$ cat config.mk
export PLATFORM = sky130hd
export DESIGN_NAME = ekf_step_top
export DESIGN_NICKNAME = d
export VERILOG_FILES = /design/src/design/ekf_pkg.sv /design/src/design/ekf_step_top.sv /design/src/design/pose_map_store.sv /design/src/design/record_queue.sv /design/src/design/result_unpack.sv /design/src/design/step_issue.sv
export SDC_FILE = /design/constraint.sdc
export NUM_CORES = 2
export LEC_CHECK = 0
export BUFFER_PORTS_ARGS = -buffer_cell sky130_fd_sc_hd__buf_2
export CAP_MARGIN = 15
export CORE_UTILIZATION = 32
export CTS_CLUSTER_DIAMETER = 50
export DETAILED_ROUTE_END_ITERATION = 10
export PLACE_DENSITY = 0.49
export SYNTH_ARGS = -nofsm -noshare
export SYNTH_HDL_FRONTEND = slang
export SYNTH_HIERARCHICAL = 1
export SYNTH_SLANG_ARGS = --single-unit
export TNS_END_PERCENT = 50
$ cat constraint.sdc
create_clock -name clk -period 13.2 [get_ports clk]
set_input_delay 2.64 -clock clk [delete_from_list [all_inputs] [get_ports clk]]
set_output_delay 2.64 -clock clk [all_outputs]
set_load 0.01 [all_outputs]
$ cat src/design/ekf_pkg.sv
`default_nettype none

package ekf_pkg;

  // state and result word width
  localparam int DATA_W      = 32;
  // landmark table
  localparam int LM_NUM      = 8;
  localparam int LM_IDX_W    = 3;
  // nonlinear unit result count
  localparam int NL_RESULTS  = 6;
  // term words carried per record
  localparam int REC_TERMS   = 10;
  // record fifo and consumer credits
  localparam int QUEUE_DEPTH = 4;
  localparam int REC_CREDITS = 4;
  localparam int QPTR_W      = $clog2(QUEUE_DEPTH);
  localparam int FREE_W      = $clog2(QUEUE_DEPTH + 1);
  localparam int CREDIT_W    = $clog2(REC_CREDITS + 1);

  typedef enum logic [1:0] {
    STEP_PREDICT = 2'd0,
    STEP_NEWLM   = 2'd1,
    STEP_UPDATE  = 2'd2
  } step_kind_t;

  // one signed datapath word
  typedef logic signed [DATA_W-1:0] word_t;

  // robot pose
  typedef struct packed {
    word_t x;
    word_t y;
    word_t theta;
  } pose_t;

  // landmark coordinates
  typedef struct packed {
    word_t lx;
    word_t ly;
  } lm_pos_t;

  typedef struct packed {
    step_kind_t          kind;
    logic [LM_IDX_W-1:0] lm_idx;
  } step_req_t;

  // operands held toward the nonlinear unit
  typedef struct packed {
    pose_t               pose;
    lm_pos_t             lm;
    step_kind_t          kind;
    logic [LM_IDX_W-1:0] lm_idx;
  } nl_op_t;

  // r0 sits at index 0
  typedef word_t [NL_RESULTS-1:0] nl_res_t;

  // terms[0] is the first term of the step, unused terms zero
  typedef struct packed {
    step_kind_t             kind;
    logic [LM_IDX_W-1:0]    lm_idx;
    word_t [REC_TERMS-1:0]  terms;
  } step_rec_t;

endpackage

`default_nettype wire

$ cat src/design/ekf_step_top.sv
`timescale 1ns/1ps
`default_nettype none

module ekf_step_top (
  input  wire logic                 clk,
  input  wire logic                 sys_rst,
  // step requests from the processor side
  input  wire logic                 i_req_val,
  input  wire ekf_pkg::step_req_t   i_req,
  output logic                      o_req_rdy,
  // nonlinear unit
  output logic                      o_nl_init,
  output ekf_pkg::nl_op_t           o_nl_op,
  input  wire logic                 i_nl_done,
  input  wire ekf_pkg::nl_res_t     i_nl_res,
  // record stream, credit based
  output logic                      o_rec_val,
  output ekf_pkg::step_rec_t        o_rec,
  input  wire logic                 i_credit
);

  // store read path
  ekf_pkg::pose_t                   pose;
  ekf_pkg::lm_pos_t                 lm_pos;
  logic [ekf_pkg::LM_IDX_W-1:0]     lm_rd_idx;
  // store write path
  logic                             pose_we;
  ekf_pkg::pose_t                   pose_wr;
  logic                             lm_we;
  logic [ekf_pkg::LM_IDX_W-1:0]     lm_wr_idx;
  ekf_pkg::lm_pos_t                 lm_wr;
  // issue to unpack to queue
  ekf_pkg::step_req_t               step;
  logic                             push;
  ekf_pkg::step_rec_t               rec;
  logic [ekf_pkg::FREE_W-1:0]       queue_free;

  pose_map_store u_store (
    .clk         (clk),
    .sys_rst     (sys_rst),
    .i_lm_rd_idx (lm_rd_idx),
    .o_pose      (pose),
    .o_lm_pos    (lm_pos),
    .i_pose_we   (pose_we),
    .i_pose_wr   (pose_wr),
    .i_lm_we     (lm_we),
    .i_lm_wr_idx (lm_wr_idx),
    .i_lm_wr     (lm_wr)
  );

  step_issue u_issue (
    .clk          (clk),
    .sys_rst      (sys_rst),
    .i_req_val    (i_req_val),
    .i_req        (i_req),
    .o_req_rdy    (o_req_rdy),
    .i_pose       (pose),
    .i_lm_pos     (lm_pos),
    .o_lm_rd_idx  (lm_rd_idx),
    .o_nl_init    (o_nl_init),
    .o_nl_op      (o_nl_op),
    .i_nl_done    (i_nl_done),
    .i_queue_free (queue_free),
    .o_step       (step)
  );

  result_unpack u_unpack (
    .clk         (clk),
    .sys_rst     (sys_rst),
    .i_nl_done   (i_nl_done),
    .i_nl_res    (i_nl_res),
    .i_step      (step),
    .i_pose      (pose),
    .i_lm_pos    (lm_pos),
    .o_pose_we   (pose_we),
    .o_pose_wr   (pose_wr),
    .o_lm_we     (lm_we),
    .o_lm_wr_idx (lm_wr_idx),
    .o_lm_wr     (lm_wr),
    .o_push      (push),
    .o_rec       (rec)
  );

  record_queue u_queue (
    .clk       (clk),
    .sys_rst   (sys_rst),
    .i_push    (push),
    .i_rec     (rec),
    .i_credit  (i_credit),
    .o_rec_val (o_rec_val),
    .o_rec     (o_rec),
    .o_free    (queue_free)
  );

endmodule

`default_nettype wire

$ cat src/design/pose_map_store.sv
`timescale 1ns/1ps
`default_nettype none

module pose_map_store (
  input  wire logic                         clk,
  input  wire logic                         sys_rst,
  // combinational read side
  input  wire logic [ekf_pkg::LM_IDX_W-1:0] i_lm_rd_idx,
  output ekf_pkg::pose_t                    o_pose,
  output ekf_pkg::lm_pos_t                  o_lm_pos,
  // pose write
  input  wire logic                         i_pose_we,
  input  wire ekf_pkg::pose_t               i_pose_wr,
  // landmark write
  input  wire logic                         i_lm_we,
  input  wire logic [ekf_pkg::LM_IDX_W-1:0] i_lm_wr_idx,
  input  wire ekf_pkg::lm_pos_t             i_lm_wr
);

  ekf_pkg::pose_t   pose_q;
  ekf_pkg::lm_pos_t lm_q [ekf_pkg::LM_NUM];

  // robot pose register
  always_ff @(posedge clk) begin
    if (sys_rst) begin
      pose_q <= '0;
    end else if (i_pose_we) begin
      pose_q <= i_pose_wr;
    end
  end

  // landmark table starts with every slot at the origin
  always_ff @(posedge clk) begin
    if (sys_rst) begin
      for (int i = 0; i < ekf_pkg::LM_NUM; i++) begin
        lm_q[i] <= '0;
      end
    end else if (i_lm_we) begin
      lm_q[i_lm_wr_idx] <= i_lm_wr;
    end
  end

  // reads see the state written on the previous edge
  assign o_pose   = pose_q;
  assign o_lm_pos = lm_q[i_lm_rd_idx];

  // a step never writes the pose and a landmark together
  a_one_write : assert property (
    @(posedge clk) disable iff (sys_rst)
    !(i_pose_we && i_lm_we)
  );

endmodule

`default_nettype wire

$ cat src/design/record_queue.sv
`timescale 1ns/1ps
`default_nettype none

module record_queue (
  input  wire logic                         clk,
  input  wire logic                         sys_rst,
  // push side
  input  wire logic                         i_push,
  input  wire ekf_pkg::step_rec_t           i_rec,
  // credit return from the consumer
  input  wire logic                         i_credit,
  // record output
  output logic                              o_rec_val,
  output ekf_pkg::step_rec_t                o_rec,
  // free slot count toward issue
  output logic [ekf_pkg::FREE_W-1:0]        o_free
);

  ekf_pkg::step_rec_t                 mem [ekf_pkg::QUEUE_DEPTH];
  logic [ekf_pkg::QPTR_W-1:0]         wr_ptr_q;
  logic [ekf_pkg::QPTR_W-1:0]         rd_ptr_q;
  logic [ekf_pkg::FREE_W-1:0]         count_q;
  logic [ekf_pkg::CREDIT_W-1:0]       credit_q;
  logic                               pop;

  // head goes out whenever there is data and credit
  assign pop       = (count_q != '0) && (credit_q != '0);
  assign o_rec_val = pop;
  assign o_rec     = mem[rd_ptr_q];
  assign o_free    = ekf_pkg::FREE_W'(ekf_pkg::QUEUE_DEPTH) - count_q;

  // record storage
  always_ff @(posedge clk) begin
    if (i_push) begin
      mem[wr_ptr_q] <= i_rec;
    end
  end

  // pointers and occupancy
  always_ff @(posedge clk) begin
    if (sys_rst) begin
      wr_ptr_q <= '0;
      rd_ptr_q <= '0;
      count_q  <= '0;
    end else begin
      if (i_push) begin
        wr_ptr_q <= (wr_ptr_q == ekf_pkg::QPTR_W'(ekf_pkg::QUEUE_DEPTH - 1)) ?
                    '0 : wr_ptr_q + 1'b1;
      end
      if (pop) begin
        rd_ptr_q <= (rd_ptr_q == ekf_pkg::QPTR_W'(ekf_pkg::QUEUE_DEPTH - 1)) ?
                    '0 : rd_ptr_q + 1'b1;
      end
      count_q <= count_q + ekf_pkg::FREE_W'(i_push) - ekf_pkg::FREE_W'(pop);
    end
  end

  // one credit spent per record sent
  always_ff @(posedge clk) begin
    if (sys_rst) begin
      credit_q <= ekf_pkg::CREDIT_W'(ekf_pkg::REC_CREDITS);
    end else begin
      credit_q <= credit_q + ekf_pkg::CREDIT_W'(i_credit) - ekf_pkg::CREDIT_W'(pop);
    end
  end

  // issue holds off requests when no slot is free
  a_no_push_full : assert property (
    @(posedge clk) disable iff (sys_rst)
    i_push |-> (count_q != ekf_pkg::FREE_W'(ekf_pkg::QUEUE_DEPTH))
  );

  // consumer never returns more than it was granted
  a_credit_max : assert property (
    @(posedge clk) disable iff (sys_rst)
    int'(credit_q) <= ekf_pkg::REC_CREDITS
  );

endmodule

`default_nettype wire

$ cat src/design/result_unpack.sv
`timescale 1ns/1ps
`default_nettype none

module result_unpack (
  input  wire logic                         clk,
  input  wire logic                         sys_rst,
  // nonlinear results
  input  wire logic                         i_nl_done,
  input  wire ekf_pkg::nl_res_t             i_nl_res,
  // step in flight and its current state
  input  wire ekf_pkg::step_req_t           i_step,
  input  wire ekf_pkg::pose_t               i_pose,
  input  wire ekf_pkg::lm_pos_t             i_lm_pos,
  // state writes
  output logic                              o_pose_we,
  output ekf_pkg::pose_t                    o_pose_wr,
  output logic                              o_lm_we,
  output logic [ekf_pkg::LM_IDX_W-1:0]      o_lm_wr_idx,
  output ekf_pkg::lm_pos_t                  o_lm_wr,
  // record toward the queue
  output logic                              o_push,
  output ekf_pkg::step_rec_t                o_rec
);

  ekf_pkg::pose_t     pose_nxt;
  ekf_pkg::lm_pos_t   lm_nxt;
  ekf_pkg::step_rec_t rec_nxt;

  // state updates, only one of them is written per step
  always_comb begin
    pose_nxt.x     = i_pose.x + i_nl_res[2];
    pose_nxt.y     = i_pose.y + i_nl_res[3];
    pose_nxt.theta = i_pose.theta + i_nl_res[1];
    lm_nxt.lx      = i_lm_pos.lx + i_nl_res[3];
    lm_nxt.ly      = i_lm_pos.ly + i_nl_res[2];
  end

  // term map per step kind, terms in record order
  always_comb begin
    rec_nxt.kind   = i_step.kind;
    rec_nxt.lm_idx = i_step.lm_idx;
    rec_nxt.terms  = '0;
    case (i_step.kind)
      ekf_pkg::STEP_PREDICT: begin
        // Fxi13, Fxi23
        rec_nxt.terms[0] = -i_nl_res[3];
        rec_nxt.terms[1] = i_nl_res[2];
      end
      ekf_pkg::STEP_NEWLM: begin
        // Gxi13, Gxi23
        rec_nxt.terms[0] = -i_nl_res[2];
        rec_nxt.terms[1] = i_nl_res[3];
        // Gz 2x2, row major
        rec_nxt.terms[2] = i_nl_res[0];
        rec_nxt.terms[3] = -i_nl_res[2];
        rec_nxt.terms[4] = i_nl_res[1];
        rec_nxt.terms[5] = i_nl_res[3];
      end
      ekf_pkg::STEP_UPDATE: begin
        // Hxi 2x2
        rec_nxt.terms[0] = -i_nl_res[4];
        rec_nxt.terms[1] = -i_nl_res[5];
        rec_nxt.terms[2] = i_nl_res[2];
        rec_nxt.terms[3] = -i_nl_res[3];
        // Hz 2x2, mirror of Hxi
        rec_nxt.terms[4] = i_nl_res[4];
        rec_nxt.terms[5] = i_nl_res[5];
        rec_nxt.terms[6] = -i_nl_res[2];
        rec_nxt.terms[7] = i_nl_res[3];
        // innovation
        rec_nxt.terms[8] = i_nl_res[0];
        rec_nxt.terms[9] = i_nl_res[1];
      end
      default: begin
        rec_nxt.terms = '0;
      end
    endcase
  end

  // strobes one cycle after done
  always_ff @(posedge clk) begin
    if (sys_rst) begin
      o_pose_we <= 1'b0;
      o_lm_we   <= 1'b0;
      o_push    <= 1'b0;
    end else begin
      o_pose_we <= i_nl_done && (i_step.kind == ekf_pkg::STEP_PREDICT);
      o_lm_we   <= i_nl_done && (i_step.kind == ekf_pkg::STEP_NEWLM);
      // every step yields a record
      o_push    <= i_nl_done;
    end
  end

  // payload follows the strobes
  always_ff @(posedge clk) begin
    if (i_nl_done) begin
      o_pose_wr   <= pose_nxt;
      o_lm_wr     <= lm_nxt;
      o_lm_wr_idx <= i_step.lm_idx;
      o_rec       <= rec_nxt;
    end
  end

endmodule

`default_nettype wire

$ cat src/design/step_issue.sv
`timescale 1ns/1ps
`default_nettype none

module step_issue (
  input  wire logic                         clk,
  input  wire logic                         sys_rst,
  // request handshake
  input  wire logic                         i_req_val,
  input  wire ekf_pkg::step_req_t           i_req,
  output logic                              o_req_rdy,
  // state read
  input  wire ekf_pkg::pose_t               i_pose,
  input  wire ekf_pkg::lm_pos_t             i_lm_pos,
  output logic [ekf_pkg::LM_IDX_W-1:0]      o_lm_rd_idx,
  // nonlinear unit
  output logic                              o_nl_init,
  output ekf_pkg::nl_op_t                   o_nl_op,
  input  wire logic                         i_nl_done,
  // free record slots
  input  wire logic [ekf_pkg::FREE_W-1:0]   i_queue_free,
  // step in flight, toward unpack
  output ekf_pkg::step_req_t                o_step
);

  logic               busy_q;
  logic               done_q;
  logic               accept;
  ekf_pkg::step_req_t step_q;

  // only one step at a time, and only with room for its record
  assign o_req_rdy = !busy_q && (i_queue_free != '0);
  assign accept    = i_req_val && o_req_rdy;

  // while busy keep reading the running step's slot
  // so unpack sees the landmark that was sent out
  assign o_lm_rd_idx = busy_q ? step_q.lm_idx : i_req.lm_idx;
  assign o_step      = step_q;

  // busy spans accept up to the cycle after done
  // by then the state write and the push have landed
  always_ff @(posedge clk) begin
    if (sys_rst) begin
      busy_q    <= 1'b0;
      done_q    <= 1'b0;
      o_nl_init <= 1'b0;
    end else begin
      o_nl_init <= accept;
      done_q    <= i_nl_done;
      if (accept) begin
        busy_q <= 1'b1;
      end else if (done_q) begin
        busy_q <= 1'b0;
      end
    end
  end

  // operands captured at accept, stable until done
  always_ff @(posedge clk) begin
    if (accept) begin
      step_q         <= i_req;
      o_nl_op.pose   <= i_pose;
      o_nl_op.lm     <= i_lm_pos;
      o_nl_op.kind   <= i_req.kind;
      o_nl_op.lm_idx <= i_req.lm_idx;
    end
  end

  // the unit may only answer a step that was issued
  a_done_when_busy : assert property (
    @(posedge clk) disable iff (sys_rst)
    i_nl_done |-> busy_q
  );

endmodule

`default_nettype wire

Word level (Yosys, flattened, before mapping)
Memories as Yosys holds them, arrays and structs flattened. A register that Yosys moved wholly into a read port is not among the register bits.
Index checks and enable logic that the tools add are counted.
{"block": "totals", "ff_bits": 761, "ramBits": 1812, "in_bits": 202, "output_inout_bits": 493, "wordCells": 89, "mem_count": 2}
{"name": "u_queue.mem", "words": 4, "width": 325, "rd": 1, "rd_ports_with_merged_regs": 1, "wr": 1, "line": "record_queue.sv:19", "text": "ekf_pkg::step_rec_t mem [ekf_pkg::QUEUE_DEPTH];"}
{"name": "u_store.lm_q", "words": 8, "width": 64, "rd": 1, "rd_ports_with_merged_regs": 0, "wr": 8, "line": "pose_map_store.sv:21", "text": "ekf_pkg::lm_pos_t lm_q [ekf_pkg::LM_NUM];"}
{"block": "classes", "add_sub_neg": 16, "eq_ne": 4, "muxes": 19, "reduce_logical": 12}
{"op": "case mux 128 bit (2 select lines)", "count": 1}
{"op": "case mux 64 bit (3 select lines)", "count": 1}
{"op": "adder 32 bit", "count": 5}
{"op": "negator 32 bit", "count": 4}
{"op": "two-way mux 64 bit", "count": 1}
{"op": "OR reduction 64 bit", "count": 1}
{"op": "two-way mux 1 bit", "count": 10}
{"op": "nonzero test 3 bit", "count": 3}
{"op": "two-way mux 2 bit", "count": 4}
{"op": "adder 3 x 1 -> 3 bit", "count": 2}
{"op": "equality test 2 bit, second input constant", "count": 3}
{"op": "two-way mux 3 bit", "count": 2}
{"op": "subtractor 3 x 1 -> 3 bit", "count": 2}
{"op": "logical AND 1 bit", "count": 5}
{"op": "adder 2 x 1 -> 2 bit, second input constant", "count": 2}
{"op": "subtractor 3 bit, first input constant", "count": 1}
{"op": "equality test 2 x 1 -> 1 bit, second input constant", "count": 1}
{"op": "logical NOT 2 bit", "count": 1}
{"op": "nonzero test 2 bit", "count": 1}
{"op": "logical NOT 1 bit", "count": 1}

Longest topological paths before layout
{"block": "logic_depth", "ltp_word": 5, "depth_mapped": 15, "ltp_nobuf": 12}

Cells and area by module
Netlist, hierarchy kept.
{"module": "record_queue", "n_inst": 1, "cells_each": 1762, "area_each_um2": 47530.6, "seq_area_each_um2": 39277.7}
{"module": "result_unpack", "n_inst": 1, "cells_each": 2717, "area_each_um2": 29401.9, "seq_area_each_um2": 14624.0}
{"module": "pose_map_store", "n_inst": 1, "cells_each": 1755, "area_each_um2": 26023.7, "seq_area_each_um2": 17296.6}
{"module": "step_issue", "n_inst": 1, "cells_each": 187, "area_each_um2": 5166.2, "seq_area_each_um2": 5014.8}

Worst setup path after synthesis
OpenSTA, ideal clock, no wires.
{"block": "synth_timing", "path_type": "input-to-reg", "start": "in i_req_val", "end": "reg u_issue/o_nl_op[100] (netlist name)", "setup_time_ns": 0.692, "arrival_ns": 9.564, "required_time_ns": 12.508, "setup_slack_ns": 2.944, "path_stages": 2, "n_path_buf": 0, "cell_sequence": "o31ai_1 > nor2_1"}
{"block": "synth_between", "elab_chain_len": 1}
{"item": "start, declared", "line": "ekf_step_top.sv:8", "text": "input wire logic i_req_val,"}
{"item": "logical AND 1 bit", "line": "step_issue.sv:32", "text": "assign accept = i_req_val && o_req_rdy;"}
{"item": "named net u_issue.accept", "line": "step_issue.sv:27", "text": "logic accept;"}
The timed path passes the listed nets, and every way through them passes these cells.
A chain may end at the register's enable or synchronous reset.

==> impl_metrics.tcl <==
set metrics [dict create \
    post_drt_wl_per_cell_um 29.7 \
    clockRootBuffer "clkbuf_16" \
    synth-seq-cells 2576 \
    fp.dieW_um 583 \
    ys_warn_count 6 \
    seq_power_share_pct 40.8 \
    power.switching_uw 7920 \
    post_cts_buffers 0 \
    stdcell_area_um2 128000 \
    rows 213 \
    vias 62700 \
    cts_max_level 5 \
    required_ns 13.84 \
    syn-cell-area_um2 108000 \
    slew_headroom_pct 14.0 \
    synth_nets 6802 \
    synth_compound_area_share_pct 4.74 \
    dp_hpwl_um 230000 \
    power.share.switching_pct 31.0 \
    muxShareOfSynthArea_pct 11.1 \
    port_buffers 694 \
    cts_resized 0 \
    max_freq_mhz 141 \
    viasPerCell 5.23 \
    avgSynthCellArea_um2 16.8 \
    hold_path.class "reg2reg" \
    grt_max_degree 218 \
    layout.nets 7543 \
    p_per_area_nw_per_um2 200 \
    r2r-end "u_unpack/o_lm_wr[58]$_DFFE_PP_" \
    grt_pass1_wl_um 491000 \
    endpoint_kind "flip-flop" \
    crit_end "u_unpack/o_lm_wr[58]$_DFFE_PP_" \
    setup_violations 0 \
    clkSinkCount 2576 \
    drv_slew 0 \
    final_hold_viol_count 0 \
    grt_use_total_pct 20.4 \
    arrival_ns 7.75 \
    first_pass_iters 8 \
    fillCellCount 31400 \
    grt_antenna_before_repair 75 \
    period_minus_slack_ns 7.10 \
    synthSimpleGateAreaFrac_pct 7.14 \
    yosys.area.top_type "edfxtp_1" \
    min_period_over_period_pct 53.8 \
    die_h_um 583 \
    crit_chain "buf_2 -> mux2_8 -> buf_4 -> mux4_2 -> mux2_2 -> ha_1 -> fa_1 -> a211oi_1 -> nor2_1 -> o21ai_0 -> a21oi_1 -> a41oi_1 -> o31ai_1 -> xor2_1" \
    clk_path_buf_depth 4 \
    synth_cells 6421 \
    p_comb_share_pct 22.9 \
    cts_buffers 343 \
    ir_drop_mv 0.115 \
    crit_start "i_req[0]" \
    path_class "in2reg" \
    r2r_cells 13 \
    fin_skew_ns 0.0430 \
    fin_setup_tns_ns 0 \
    crit_fanout 55 \
    r2r_start "u_issue/busy_q$_SDFFE_PP0P_" \
    critPathMaxStageDelay_ns 0.71 \
    clk_latency_ns 0.92 \
    internal_power_uw 17700 \
    utilization_pct 38.0 \
    clkTransAtPathRegs_ns 0.06 \
    initial_core_util_pct 32.1 \
    synth_top_family_by_area "multiplexers" \
    crit_family "compound AO/OA/AOI/OAI gates" \
    synth_xor_xnor_area_share_pct 2.11 \
    reg2reg_slack_ns 7.20 \
    crit_path_start_kind "primary input" \
    synth.area.top_cells "edfxtp_1 (68%), mux4_2 (9.4%), nor3_1 (2.6%)" \
    async_reset_ff_share_pct 0 \
    tightest_slew_ns 1.29 \
    crit_slowest_cell "buf_4" \
    drc 0 \
    p_leak_uw 0.0433 \
    cts_tree "done" \
    drv_cap 0 \
    path_depth 14 \
    area_growth_pct 18.3 \
    synthAdderAreaFrac_pct 2.12 \
    synth_edf_count 2462 \
    rsz0062_at_grt "no" \
    routabilityCongestion 0.840 \
    seq_area_frac_synth_pct 70.5 \
    die_area_um2 340000 \
    grt_overflow_total 0 \
    cts-hold-fix-buffers 0 \
    run_status "finished, final reports clean" \
    totalWireLength_um 356000 \
    drive_gt1_share_pct 26.1 \
    drt-initial-drc-count 5617 \
    critPathBufInv 2 \
    synth_ff_type "edfxtp_1" \
    place_area_um2 116000 \
    grt_pass1_vias 62400 \
    pwr-share-clk_pct 36.3 \
    ant_nets 0 \
    synth_cell_types 88 \
    synth_top_area_share_pct 68.4 \
    io_pins 695 \
    core_area_um2 336000 \
]
[cell type report]
type                       instances  area (um^2)  share of cell area [%]
clock buffer                     401         9080                    7.10
inverter                         114          428                   0.335
timing repair buffer             806         4450                    3.48
tap                             4515         5650                    4.42
antenna                           40          100                  0.0783
clock inverter                   225         2360                    1.84
multi-input combinational       3321        29600                    23.2
sequential                      2576        76200                    59.6
[stage by stage]
step	std cells	setup WS, ns	hold slack [ns]	total power, uW
after detailed placement	11300	5.17	0.450	16500
after CTS	12000	6.08	0.465	25900
after floorplan	6421	2.94	0.434	14000
after global placement	11300	5.16	0.449	16500
after global routing	12000	5.75	0.481	26600
final	12000	6.10	0.464	25600
[flip-flops by register name (all words and copies together), names as in the netlist, 3 cells and up, named ones only]
| name | flops |
|---|---|
| u_unpack/o_rec | 325 |
| u_store/lm_q | 512 |
| u_queue/credit_q | 3 |
| u_store/o_pose | 96 |
| u_unpack/o_pose_wr | 96 |
| u_unpack/o_lm_wr | 64 |
| u_issue/o_nl_op | 160 |
| u_queue/mem | 1300 |
| u_queue/count_q | 3 |
| u_issue/o_step | 5 |
[cell usage in the layout (no fill, tap or decap), drive strengths merged, types with 15 or more instances in the layout]
master	Yosys	layout
nor3	566	566
bufinv	0	28
inv	50	95
o211ai	16	16
nor4	32	32
edfxtp	2462	2462
or4	19	19
diode	0	40
o21a	21	21
nand3	37	37
a31oi	21	21
mux2	67	67
xnor2	168	168
clkbuf	252	401
clkinvlp	0	34
buf	158	806
a21o	91	91
a21oi	194	194
nand4	36	36
a21boi	39	39
mux2i	103	103
nor2b	123	123
nor2	253	253
a211oi	21	21
xor2	93	93
and2	141	141
o31ai	15	15
o21bai	28	28
clkinv	64	182
mux4	453	453
a222oi	29	29
nand2	206	206
o21ai	95	95
nand2b	26	26
dfxtp	114	114
ha	172	172
a22oi	123	123
[synthesized netlist by cell type, drive strengths merged (7+ instances only)]
| master | n |
|---|---|
| and2 | 141 |
| nand4 | 36 |
| xnor2 | 168 |
| ha | 172 |
| o31ai | 15 |
| o21bai | 28 |
| mux2i | 103 |
| nor2b | 123 |
| nand3 | 37 |
| inv | 50 |
| a31oi | 21 |
| xor2 | 93 |
| and3 | 7 |
| nand2 | 206 |
| clkbuf | 252 |
| edfxtp | 2462 |
| a41oi | 9 |
| o21a | 21 |
| mux4 | 453 |
| or2 | 9 |
| or4 | 19 |
| a21oi | 194 |
| nand2b | 26 |
| dfxtp | 114 |
| a21boi | 39 |
| nor3 | 566 |
| clkinv | 64 |
| a21o | 91 |
| a222oi | 29 |
| buf | 158 |
| a211oi | 21 |
| fa | 7 |
| nand3b | 7 |
| o31a | 7 |
| mux2 | 67 |
| a22oi | 123 |
| nor4 | 32 |
| o21ai | 95 |
| o211ai | 16 |
| nor2 | 253 |
| or3 | 14 |
[per-layer routing]
metal  GRT usage, %  share of wire (%)  vias up
li1               -                  -    27000
met1           27.6                 42    32900
met2           33.0                 47     2370
met3           4.05                7.4      459
met4           6.41                3.1        6
met5              0              0.010        -
[worst min-delay path by stage]
stage                               startpoint                             end  slack (ns)  depth (start not counted)
2_1_floorplan  u_store/o_pose[32]$_SDFFE_PP0P_  u_issue/o_nl_op[101]$_DFFE_PP_        0.43                          0
6_report       u_store/o_pose[26]$_SDFFE_PP0P_   u_issue/o_nl_op[95]$_DFFE_PP_        0.46                          0
3_3_place_gp    u_store/o_pose[4]$_SDFFE_PP0P_   u_issue/o_nl_op[73]$_DFFE_PP_        0.45                          0
3_5_place_dp   u_store/o_pose[58]$_SDFFE_PP0P_  u_issue/o_nl_op[127]$_DFFE_PP_        0.45                          0
5_1_grt        u_store/o_pose[77]$_SDFFE_PP0P_  u_issue/o_nl_op[146]$_DFFE_PP_        0.48                          0
4_1_cts        u_store/o_pose[58]$_SDFFE_PP0P_  u_issue/o_nl_op[127]$_DFFE_PP_        0.46                          0
[logic make-up (layout without fill, tap and decap cells)]
| kind of cell | Yosys count | in the layout |
|---|---|---|
| XOR/XNOR | 261 | 261 |
| AO/OA/AOI/OAI | 760 | 760 |
| multiplexers | 623 | 623 |
| AND/OR/NAND/NOR | 1498 | 1498 |
| flip-flops | 2576 | 2576 |
| other | 0 | 40 |
| adder cells (fa/ha/maj) | 179 | 179 |
| buffers and inverters | 524 | 1546 |
[power groups by stage]
stage          Combinational (uW)  Sequential (uW)  Clock (uW)
6_report                     5870            10400        9270
5_1_grt                      6270            10500        9790
4_1_cts                      5960            10500        9480
3_5_place_dp                 5940            10600           0
3_3_place_gp                 5920            10600           0
2_1_floorplan                3530            10500           0
Note: power is estimated with default switching activity, not from simulation.
